$ cat src/issue_pkg.sv
/*
 * Shared widths, operation codes and unit-type masks for the issue stage.
 * Modules import this package inside their body and use scoped names in headers.
 */

package issue_pkg;

    localparam int DATA_WIDTH    = 32;
    localparam int ROB_IDX_WIDTH = 5;
    localparam int OP_WIDTH      = 4;

    // One bit per functional unit type, integer first and load/store second
    localparam int FU_TYPE_WIDTH = 2;

    typedef logic [DATA_WIDTH-1:0]    data_t;
    typedef logic [ROB_IDX_WIDTH-1:0] rob_tag_t;
    typedef logic [OP_WIDTH-1:0]      op_t;
    typedef logic [FU_TYPE_WIDTH-1:0] fu_type_t;

    // Integer operations
    localparam op_t OP_ADD = 4'h0;
    localparam op_t OP_SUB = 4'h1;
    localparam op_t OP_AND = 4'h2;
    localparam op_t OP_OR  = 4'h3;
    localparam op_t OP_XOR = 4'h4;
    localparam op_t OP_SLL = 4'h5;

    // Memory operations, handled only by the load/store unit
    localparam op_t OP_LD  = 4'h8;
    localparam op_t OP_ST  = 4'h9;

    // A station may support more than one type by setting several bits
    localparam fu_type_t FU_IEU = 2'b01;
    localparam fu_type_t FU_LSU = 2'b10;

endpackage

$ cat src/rs_enq_if.sv
/*
 * Enqueue request from the switch into one reservation station.
 * The station answers with full, which the switch turns into a dispatch stall.
 */

`timescale 1ns/1ps

interface rs_enq_if;
    import issue_pkg::*;

    logic     en;
    op_t      op;
    logic     src_rdy  [0:1];
    data_t    src_data [0:1];
    rob_tag_t src_tag  [0:1];
    rob_tag_t dst_tag;
    logic     full;

    modport source (
        output en, op, src_rdy, src_data, src_tag, dst_tag,
        input  full
    );

    modport sink (
        input  en, op, src_rdy, src_data, src_tag, dst_tag,
        output full
    );

endinterface

$ cat src/fu_issue_if.sv
/*
 * One issued instruction from a reservation station to its functional unit.
 * The unit always accepts, so there is no ready signal on this path.
 */

`timescale 1ns/1ps

interface fu_issue_if;
    import issue_pkg::*;

    logic     valid;
    op_t      op;
    data_t    src0;
    data_t    src1;
    rob_tag_t tag;

    modport source (output valid, op, src0, src1, tag);
    modport sink   (input  valid, op, src0, src1, tag);

endinterface

$ cat src/rr_picker.sv
/*
 * Round-robin arbiter over a request vector.
 * The pointer moves past the grant only when the caller reports it was used.
 */

`timescale 1ns/1ps

module rr_picker #(
    parameter int OPTN_WIDTH = 3
)(
    input  logic                  clk,
    input  logic                  i_reset,
    input  logic [OPTN_WIDTH-1:0] i_requests,
    input  logic                  i_advance,
    output logic [OPTN_WIDTH-1:0] o_grant
);

    // One-hot position where the search for the next grant starts
    logic [OPTN_WIDTH-1:0] ptr;
    logic [OPTN_WIDTH-1:0] req_hi;

    // Requests at or above the pointer win, otherwise wrap around to the lowest
    assign req_hi = i_requests & ~(ptr - 1'b1);

    always_comb begin
        if (|req_hi) begin
            o_grant = req_hi & (~req_hi + 1'b1);
        end else begin
            o_grant = i_requests & (~i_requests + 1'b1);
        end
    end

    always_ff @(posedge clk) begin
        if (i_reset) begin
            ptr <= OPTN_WIDTH'(1);
        end else if (i_advance && |o_grant) begin
            ptr <= (o_grant << 1) | (o_grant >> (OPTN_WIDTH - 1));
        end
    end

endmodule

$ cat src/rs_switch.sv
/*
 * Steers each dispatched instruction to a station of the matching unit type.
 * Sources that appear on the result bus in the enqueue cycle are bypassed here.
 */

`timescale 1ns/1ps

module rs_switch #(
    parameter int                 OPTN_CDB_DEPTH = 3,
    parameter issue_pkg::fu_type_t OPTN_RS_FU_TYPES [0:OPTN_CDB_DEPTH-1] =
        '{issue_pkg::FU_IEU, issue_pkg::FU_IEU, issue_pkg::FU_LSU}
)(
    input  logic               clk,
    input  logic               i_reset,

    input  logic               i_dispatch_en,
    input  issue_pkg::op_t     i_dispatch_op,
    input  logic               i_dispatch_src_rdy  [0:1],
    input  issue_pkg::data_t   i_dispatch_src_data [0:1],
    input  issue_pkg::rob_tag_t i_dispatch_src_tag [0:1],
    input  issue_pkg::rob_tag_t i_dispatch_dst_tag,
    output logic               o_dispatch_stall,

    input  logic               i_cdb_en   [0:OPTN_CDB_DEPTH-1],
    input  issue_pkg::data_t   i_cdb_data [0:OPTN_CDB_DEPTH-1],
    input  issue_pkg::rob_tag_t i_cdb_tag [0:OPTN_CDB_DEPTH-1],

    rs_enq_if.source           o_rs_enq [0:OPTN_CDB_DEPTH-1]
);

    import issue_pkg::*;

    logic                      is_mem;
    fu_type_t                  fu_need;
    logic [OPTN_CDB_DEPTH-1:0] rs_supported;
    logic [OPTN_CDB_DEPTH-1:0] rs_granted;
    logic [OPTN_CDB_DEPTH-1:0] rs_full;
    logic                      dispatch_accept;

    logic     src_rdy  [0:1];
    data_t    src_data [0:1];
    rob_tag_t src_tag  [0:1];

    // Loads and stores need the load/store unit, everything else goes to integer
    assign is_mem  = (i_dispatch_op == OP_LD) || (i_dispatch_op == OP_ST);
    assign fu_need = is_mem ? FU_LSU : FU_IEU;

    always_comb begin
        for (int rs = 0; rs < OPTN_CDB_DEPTH; rs++) begin
            rs_supported[rs] = |(OPTN_RS_FU_TYPES[rs] & fu_need);
        end
    end

    rr_picker #(
        .OPTN_WIDTH (OPTN_CDB_DEPTH)
    ) rs_picker (
        .clk        (clk),
        .i_reset    (i_reset),
        .i_requests (rs_supported),
        .i_advance  (dispatch_accept),
        .o_grant    (rs_granted)
    );

    // Back-pressure comes straight from the granted station
    assign o_dispatch_stall = i_dispatch_en & |(rs_granted & rs_full);
    assign dispatch_accept  = i_dispatch_en & ~o_dispatch_stall;

    // A waiting source takes the value of any lane that broadcasts its tag now
    always_comb begin
        for (int s = 0; s < 2; s++) begin
            src_rdy[s]  = i_dispatch_src_rdy[s];
            src_data[s] = i_dispatch_src_data[s];
            src_tag[s]  = i_dispatch_src_tag[s];
            if (!i_dispatch_src_rdy[s]) begin
                for (int c = 0; c < OPTN_CDB_DEPTH; c++) begin
                    if (i_cdb_en[c] && (i_cdb_tag[c] == i_dispatch_src_tag[s])) begin
                        src_rdy[s]  = 1'b1;
                        src_data[s] = i_cdb_data[c];
                    end
                end
            end
        end
    end

    for (genvar g = 0; g < OPTN_CDB_DEPTH; g++) begin : g_rs_enq
        assign o_rs_enq[g].en       = dispatch_accept & rs_granted[g];
        assign o_rs_enq[g].op       = i_dispatch_op;
        assign o_rs_enq[g].src_rdy  = src_rdy;
        assign o_rs_enq[g].src_data = src_data;
        assign o_rs_enq[g].src_tag  = src_tag;
        assign o_rs_enq[g].dst_tag  = i_dispatch_dst_tag;
        assign rs_full[g]           = o_rs_enq[g].full;
    end

endmodule

$ cat src/reservation_station.sv
/*
 * Holds waiting instructions until both sources are ready, snooping every bus lane.
 * Issues the lowest ready entry each cycle through a registered output.
 */

`timescale 1ns/1ps

module reservation_station #(
    parameter int OPTN_RS_DEPTH  = 4,
    parameter int OPTN_CDB_DEPTH = 3
)(
    input  logic                clk,
    input  logic                i_reset,

    rs_enq_if.sink              i_enq,

    input  logic                i_cdb_en   [0:OPTN_CDB_DEPTH-1],
    input  issue_pkg::data_t    i_cdb_data [0:OPTN_CDB_DEPTH-1],
    input  issue_pkg::rob_tag_t i_cdb_tag  [0:OPTN_CDB_DEPTH-1],

    fu_issue_if.source          o_issue
);

    import issue_pkg::*;

    logic [OPTN_RS_DEPTH-1:0] entry_valid;
    op_t                      entry_op   [0:OPTN_RS_DEPTH-1];
    rob_tag_t                 entry_dst  [0:OPTN_RS_DEPTH-1];
    logic                     entry_rdy  [0:OPTN_RS_DEPTH-1][0:1];
    data_t                    entry_data [0:OPTN_RS_DEPTH-1][0:1];
    rob_tag_t                 entry_tag  [0:OPTN_RS_DEPTH-1][0:1];

    logic [OPTN_RS_DEPTH-1:0] enq_sel;
    logic [OPTN_RS_DEPTH-1:0] issue_ready;
    logic [OPTN_RS_DEPTH-1:0] issue_sel;

    op_t      sel_op;
    data_t    sel_src0;
    data_t    sel_src1;
    rob_tag_t sel_dst;

    // Lowest free slot takes the next enqueue
    assign enq_sel    = ~entry_valid & (entry_valid + 1'b1);
    assign i_enq.full = &entry_valid;

    always_comb begin
        for (int i = 0; i < OPTN_RS_DEPTH; i++) begin
            issue_ready[i] = entry_valid[i] & entry_rdy[i][0] & entry_rdy[i][1];
        end
    end

    assign issue_sel = issue_ready & (~issue_ready + 1'b1);

    always_comb begin
        sel_op   = '0;
        sel_src0 = '0;
        sel_src1 = '0;
        sel_dst  = '0;
        for (int i = 0; i < OPTN_RS_DEPTH; i++) begin
            if (issue_sel[i]) begin
                sel_op   = entry_op[i];
                sel_src0 = entry_data[i][0];
                sel_src1 = entry_data[i][1];
                sel_dst  = entry_dst[i];
            end
        end
    end

    // An issued entry is freed at the same edge the issue register loads
    always_ff @(posedge clk) begin
        if (i_reset) begin
            entry_valid   <= '0;
            o_issue.valid <= 1'b0;
        end else begin
            entry_valid   <= (entry_valid & ~issue_sel) | (i_enq.en ? enq_sel : '0);
            o_issue.valid <= |issue_sel;
        end
    end

    always_ff @(posedge clk) begin
        o_issue.op   <= sel_op;
        o_issue.src0 <= sel_src0;
        o_issue.src1 <= sel_src1;
        o_issue.tag  <= sel_dst;
    end

    always_ff @(posedge clk) begin
        for (int i = 0; i < OPTN_RS_DEPTH; i++) begin
            if (i_enq.en && enq_sel[i]) begin
                entry_op[i]  <= i_enq.op;
                entry_dst[i] <= i_enq.dst_tag;
                entry_rdy[i] <= i_enq.src_rdy;
                entry_data[i] <= i_enq.src_data;
                entry_tag[i] <= i_enq.src_tag;
            end else begin
                // Wakeup of sources still waiting on a producer
                for (int s = 0; s < 2; s++) begin
                    for (int c = 0; c < OPTN_CDB_DEPTH; c++) begin
                        if (entry_valid[i] && !entry_rdy[i][s] && i_cdb_en[c] &&
                            (i_cdb_tag[c] == entry_tag[i][s])) begin
                            entry_rdy[i][s]  <= 1'b1;
                            entry_data[i][s] <= i_cdb_data[c];
                        end
                    end
                end
            end
        end
    end

endmodule

$ cat src/int_exec_unit.sv
/*
 * Integer unit that computes one result per issue and drives its own bus lane.
 */

`timescale 1ns/1ps

module int_exec_unit (
    input  logic                clk,
    input  logic                i_reset,
    fu_issue_if.sink            i_issue,
    output logic                o_cdb_en,
    output issue_pkg::data_t    o_cdb_data,
    output issue_pkg::rob_tag_t o_cdb_tag
);

    import issue_pkg::*;

    data_t result;

    always_comb begin
        case (i_issue.op)
            OP_ADD:  result = i_issue.src0 + i_issue.src1;
            OP_SUB:  result = i_issue.src0 - i_issue.src1;
            OP_AND:  result = i_issue.src0 & i_issue.src1;
            OP_OR:   result = i_issue.src0 | i_issue.src1;
            OP_XOR:  result = i_issue.src0 ^ i_issue.src1;
            // Shift amount comes from src0, only its low five bits count
            OP_SLL:  result = i_issue.src1 << i_issue.src0[4:0];
            default: result = '0;
        endcase
    end

    always_ff @(posedge clk) begin
        if (i_reset) begin
            o_cdb_en <= 1'b0;
        end else begin
            o_cdb_en <= i_issue.valid;
        end
    end

    always_ff @(posedge clk) begin
        o_cdb_data <= result;
        o_cdb_tag  <= i_issue.tag;
    end

endmodule

$ cat src/lsu_exec_unit.sv
/*
 * Load/store unit backed by a small word-addressed scratch memory.
 * Stores broadcast the stored value, loads broadcast the word they read.
 */

`timescale 1ns/1ps

module lsu_exec_unit #(
    parameter int OPTN_LSU_MEM_WORDS = 16
)(
    input  logic                clk,
    input  logic                i_reset,
    fu_issue_if.sink            i_issue,
    output logic                o_cdb_en,
    output issue_pkg::data_t    o_cdb_data,
    output issue_pkg::rob_tag_t o_cdb_tag
);

    import issue_pkg::*;

    localparam int ADDR_WIDTH = $clog2(OPTN_LSU_MEM_WORDS);

    data_t                 mem [0:OPTN_LSU_MEM_WORDS-1];
    logic [ADDR_WIDTH-1:0] mem_addr;
    logic                  is_store;

    assign mem_addr = ADDR_WIDTH'(i_issue.src0 % OPTN_LSU_MEM_WORDS);
    assign is_store = i_issue.op == OP_ST;

    // The whole scratch array starts out as zero after reset
    always_ff @(posedge clk) begin
        if (i_reset) begin
            for (int w = 0; w < OPTN_LSU_MEM_WORDS; w++) begin
                mem[w] <= '0;
            end
        end else if (i_issue.valid && is_store) begin
            mem[mem_addr] <= i_issue.src1;
        end
    end

    always_ff @(posedge clk) begin
        if (i_reset) begin
            o_cdb_en <= 1'b0;
        end else begin
            o_cdb_en <= i_issue.valid;
        end
    end

    always_ff @(posedge clk) begin
        o_cdb_data <= is_store ? i_issue.src1 : mem[mem_addr];
        o_cdb_tag  <= i_issue.tag;
    end

endmodule

$ cat src/issue_cluster.sv
/*
 * Top level of the issue stage: switch, reservation stations and functional units.
 * Each station and unit pair owns one lane of the result bus.
 */

`timescale 1ns/1ps

module issue_cluster #(
    parameter int                  OPTN_CDB_DEPTH     = 3,
    parameter int                  OPTN_RS_DEPTH      = 4,
    parameter int                  OPTN_LSU_MEM_WORDS = 16,
    parameter issue_pkg::fu_type_t OPTN_RS_FU_TYPES [0:OPTN_CDB_DEPTH-1] =
        '{issue_pkg::FU_IEU, issue_pkg::FU_IEU, issue_pkg::FU_LSU}
)(
    input  logic                clk,
    input  logic                i_reset,

    input  logic                i_dispatch_en,
    input  issue_pkg::op_t      i_dispatch_op,
    input  logic                i_dispatch_src_rdy  [0:1],
    input  issue_pkg::data_t    i_dispatch_src_data [0:1],
    input  issue_pkg::rob_tag_t i_dispatch_src_tag  [0:1],
    input  issue_pkg::rob_tag_t i_dispatch_dst_tag,
    output logic                o_dispatch_stall,

    output logic                o_cdb_en   [0:OPTN_CDB_DEPTH-1],
    output issue_pkg::data_t    o_cdb_data [0:OPTN_CDB_DEPTH-1],
    output issue_pkg::rob_tag_t o_cdb_tag  [0:OPTN_CDB_DEPTH-1]
);

    import issue_pkg::*;

    rs_enq_if   rs_enq   [0:OPTN_CDB_DEPTH-1] ();
    fu_issue_if fu_issue [0:OPTN_CDB_DEPTH-1] ();

    rs_switch #(
        .OPTN_CDB_DEPTH   (OPTN_CDB_DEPTH),
        .OPTN_RS_FU_TYPES (OPTN_RS_FU_TYPES)
    ) switch (
        .clk                 (clk),
        .i_reset             (i_reset),
        .i_dispatch_en       (i_dispatch_en),
        .i_dispatch_op       (i_dispatch_op),
        .i_dispatch_src_rdy  (i_dispatch_src_rdy),
        .i_dispatch_src_data (i_dispatch_src_data),
        .i_dispatch_src_tag  (i_dispatch_src_tag),
        .i_dispatch_dst_tag  (i_dispatch_dst_tag),
        .o_dispatch_stall    (o_dispatch_stall),
        .i_cdb_en            (o_cdb_en),
        .i_cdb_data          (o_cdb_data),
        .i_cdb_tag           (o_cdb_tag),
        .o_rs_enq            (rs_enq)
    );

    for (genvar g = 0; g < OPTN_CDB_DEPTH; g++) begin : g_lane
        reservation_station #(
            .OPTN_RS_DEPTH  (OPTN_RS_DEPTH),
            .OPTN_CDB_DEPTH (OPTN_CDB_DEPTH)
        ) rs (
            .clk        (clk),
            .i_reset    (i_reset),
            .i_enq      (rs_enq[g]),
            .i_cdb_en   (o_cdb_en),
            .i_cdb_data (o_cdb_data),
            .i_cdb_tag  (o_cdb_tag),
            .o_issue    (fu_issue[g])
        );

        // The unit behind each station follows the station's type mask
        if (OPTN_RS_FU_TYPES[g] == FU_LSU) begin : g_lsu
            lsu_exec_unit #(
                .OPTN_LSU_MEM_WORDS (OPTN_LSU_MEM_WORDS)
            ) lsu (
                .clk        (clk),
                .i_reset    (i_reset),
                .i_issue    (fu_issue[g]),
                .o_cdb_en   (o_cdb_en[g]),
                .o_cdb_data (o_cdb_data[g]),
                .o_cdb_tag  (o_cdb_tag[g])
            );
        end else begin : g_ieu
            int_exec_unit ieu (
                .clk        (clk),
                .i_reset    (i_reset),
                .i_issue    (fu_issue[g]),
                .o_cdb_en   (o_cdb_en[g]),
                .o_cdb_data (o_cdb_data[g]),
                .o_cdb_tag  (o_cdb_tag[g])
            );
        end
    end

endmodule

$ cat config.mk
export PLATFORM = sky130hd
export DESIGN_NAME = issue_cluster
export DESIGN_NICKNAME = d
export VERILOG_FILES = /design/src/issue_pkg.sv /design/src/rs_enq_if.sv /design/src/fu_issue_if.sv /design/src/rr_picker.sv /design/src/rs_switch.sv /design/src/reservation_station.sv /design/src/int_exec_unit.sv /design/src/lsu_exec_unit.sv /design/src/issue_cluster.sv
export SDC_FILE = /design/constraint.sdc
export NUM_CORES = 2
export LEC_CHECK = 0
export CORE_MARGIN = 3
export CORE_UTILIZATION = 40
export CTS_CLUSTER_DIAMETER = 120
export CTS_CLUSTER_SIZE = 40
export DETAILED_ROUTE_END_ITERATION = 10
export DONT_BUFFER_PORTS = 1
export HOLD_SLACK_MARGIN = 0.15
export PLACE_DENSITY = 0.59
export SYNTH_ARGS = -nofsm -noshare
export SYNTH_HDL_FRONTEND = slang
export SYNTH_SLANG_ARGS = --single-unit
$ cat constraint.sdc
create_clock -name clk -period 12.3 [get_ports clk]
set_input_delay 1.845 -clock clk [delete_from_list [all_inputs] [get_ports clk]]
set_output_delay 1.845 -clock clk [all_outputs]
set_load 0.02 [all_outputs]
==> metrics.md <==
| Metric | Value |
|---|---|
| Synth Cell Area | `0.0973 sq mm` |
| Worst setup SP type | `flip-flop` |
| Fin. Hold Viols | `0` |
| Post-CTS Setup Bufs | `0` |
| Crit path required time | `13.01 ns` |
| Wirelength per Cell | `35.7 um` |
| HP Class | `flip-flop to flip-flop` |
| Tot Pwr | `about 13 mW` |
| Most frequent cells in the layout | `edfxtp_1 (1414), nor2_1 (688), nand2_1 (601)` |
| Commonest non-fill, non-tap cell in the layout | `edfxtp_1` |
| FP Rows | `180` |
| Post-synthesis cell count | `just over 9000` |
| Seq/Total Area, Yosys | `50.4%` |
| Placed cell areas | `0.100 sq mm` |
| Final std cells w/o fill | `11800` |
| DP Worst Slack | `6.98 ns` |
| Slowest stage delay, CP | `0.66 ns` |
| Layout Utilization | `42.6%` |
| Leak Pwr | `36.8 nW` |
| CP Max Fanout | `19` |
| Hold slack | `0.324 ns` |
| Vias | `81100` |
| Number of max-cap violations | `0` |
| Post-CTS Hold Fix Bufs | `0` |
| Fin. max-slew vios | `0` |
| Clock buffer count from CTS | `59` |
| Chip width | `roughly 500 um` |
| First DRT Iteration DRCs | `13200` |
| Worst-Margin Slew | `1.40 ns` |
| Drt total wl | `423 mm` |
| Die area | `about 0.25 sq mm` |
| Die Y | `between 400 and 500 um` |
| Warnings from Yosys | `0` |
| Largest net degree at the start of global routing | `96` |
| Max IR drop VDD | `between 0.1 and 0.15 mV` |
| Post-Layout Inst Area | `0.103 sq mm` |
| # resized after CTS | `0` |
| Vias per cell | `6.85` |
| Tmin final | `5.40 ns` |
| Fillers | `22500` |
| Initial antenna violation count | `60` |
| CP Data Arrival Time | `between 6 and 7 ns` |
| Bufs and invs on worst path | `2` |
| Critical-path cell list | `nor3_1 > buf_4 > nand2_1 > o21ai_0 > inv_1 > ha_1 > nor2b_1 > o2111ai_1 > a21boi_0 > o21ai_1 > o311ai_1 > o41a_1 > a21oi_1 > and4_1 > or3_1` |
| Period Utilization, post-route | `43.9%` |
| Crit-path slowest cell | `o311ai_1` |
| Starting density of the core | `40.3%` |
| Gr usage total | `32.6%` |
| Pre-antenna DRT Iters | `7` |
| Worst clock skew | `0.102 ns` |
| First-pass GRT wire length | `586 mm` |
| Library cells used by synthesis | `82` |
| RSZ-0062 raised after global routing | `no` |
| Ys flop type | `edfxtp_1` |
| CTS Sinks | `1742` |
| Outcome | `complete, no violations` |
| Dpl cells | `11700` |
| Clk root buf | `clkbuf_16` |
| Io pins | `203` |
| Crit end category | `flip-flop` |
| Setup-failing EPs final | `0` |
| H-tree levels | `2` |
| Max Root-Sink Buffers | `3` |
| Layout cell share with drive strength beyond 1 | `10.1%` |
| Core footprint | `0.241 sq mm` |
| Critical path class | `flip-flop to flip-flop` |
| Hpwl dp | `273 mm` |
| Final #Nets | `8814` |
| CTS tree | `done` |
| Final TNS setup | `0 ns` |
| Number of enable flip-flop cells after synthesis | `about 1400` |
| Overflow after GRT | `0` |
| Port Buffer Count | `0` |
| Vias in the first global route | `75700` |
| Worst slew margin | `between 6 and 7%` |
| ANT nets after route | `0` |
| DRC viols | `0` |
| Clock slew at reported path FFs | `~0.15 ns` |
| Layout Area Growth over Synthesis | `5.63%` |
| Peak Freq | `185 MHz` |
| Synth Register Bits | `about 1700` |
| Crit path max-delay family | `compound AO/OA/AOI/OAI gates` |
| Syn_nets | `around 9400` |
| Power Density | `124 mW/mm^2` |
| Clock Latency Late Sink | `0.85 ns` |
| Final Wtd Congestion | `1.03` |
| Worst Setup Slack, final | `6.90 ns` |
| Fraction of registers with async set/reset | `0%` |
| Synth Area per Inst | `10.7 sq um` |
==> area by class of cell <==
cell class | count | area (sq um) | share of cell area [%]
repair buffers | 320 | 2410 | 2.35
multi-input cells | 6212 | 44200 | 43.0
clock buffers | 89 | 1640 | 1.59
well taps | 3185 | 3990 | 3.88
diodes | 77 | 193 | 0.187
clock inverters | 22 | 480 | 0.467
flip-flops and latches | 1742 | 49100 | 47.8
inverters | 196 | 736 | 0.716
==> per-layer routing <==
metal | up-vias | track usage (%) | part of all wire (%)
li1 | 33200 | - | -
met4 | 16 | 20.7 | 7.7
met3 | 1329 | 11.3 | 14
met2 | 6518 | 47.2 | 42
met5 | - | 0.907 | 0.094
met1 | 40000 | 41.4 | 36
==> registers in the layout, summed over array words and instances (netlist names), 10 cells and up <==
name / flops
g_lane.rs.entry_valid: 12
g_lane.rs.o_issue.tag: 15
g_lane.rs.entry_op: 48
g_lane.rs.entry_dst: 60
g_lane.g_ieu.ieu.o_cdb_tag: 10
g_lane.rs.entry_data: 656
g_lane.rs.entry_rdy: 24
g_lane.rs.entry_tag: 120
g_lane.rs.o_issue.src0: 64
g_lane.g_lsu.lsu.mem: 512
g_lane.rs.o_issue.src1: 96
g_lane.g_ieu.ieu.o_cdb_data: 64
g_lane.g_lsu.lsu.o_cdb_data: 32
g_lane.rs.o_issue.op: 12
==> synthesized netlist by cell type (40+ instances only) <==
cell,count,share of area (%)
a211oi_1,40,0.31
a21oi_1,482,2.5
a221o_1,201,2.1
a221oi_1,292,2.6
a22oi_1,272,2.1
and2_1,528,3.4
buf_1,56,0.22
buf_2,106,0.55
clkbuf_1,801,3.1
dfxtp_1,328,6.7
edfxtp_1,1414,44
ha_1,193,2.5
inv_1,186,0.72
mux2_2,44,0.51
mux2i_1,260,2.7
mux4_2,204,4.7
nand2_1,601,2.3
nand3_1,89,0.46
nand4_1,93,0.60
nor2_1,714,2.8
nor2b_1,40,0.26
nor3_1,117,0.60
nor4_1,86,0.55
o211ai_1,163,1.3
o21ai_0,563,2.9
o221ai_1,49,0.44
o22ai_1,354,2.3
xnor2_1,221,2.0
xor2_1,265,2.4
==> worst paths after layout <==
| path | from | end | slack (ns) | depth (start not counted) |
|---|---|---|---|---|
| worst max-delay path | g_lane[0].rs.o_issue.op[1]$_DFF_P_ | g_lane[0].g_ieu.ieu.o_cdb_data[29]$_DFF_P_ | 6.90 | 15 |
| worst min-delay path | g_lane[0].rs.o_issue.tag[1]$_DFF_P_ | g_lane[0].g_ieu.ieu.o_cdb_tag[1]$_DFF_P_ | 0.32 | 0 |
| worst max register to register | g_lane[0].rs.o_issue.op[1]$_DFF_P_ | g_lane[0].g_ieu.ieu.o_cdb_data[29]$_DFF_P_ | 6.90 | 15 |
| worst min register to register | g_lane[0].rs.o_issue.tag[1]$_DFF_P_ | g_lane[0].g_ieu.ieu.o_cdb_tag[1]$_DFF_P_ | 0.32 | 0 |
==> report_power, final <==
part	total, mW	switching (mW)	internal (mW)
logic	2.64	1.96	0.683
registers	7.00	0.419	6.59
clock network	3.07	2.06	1.01
total	12.7	4.44	8.28
==> cell families after synthesis <==
logic type / share of synthesized area (%)
muxes: 7.99
AOI/OAI and AO/OA: 17.8
xor gates and xnor gates: 4.37
and+or+nand+nor: 12.3
DFF: 50.4
buffers and inverters: 4.73
adders and majority gates: 2.52
(Power assumes the default switching activity.)
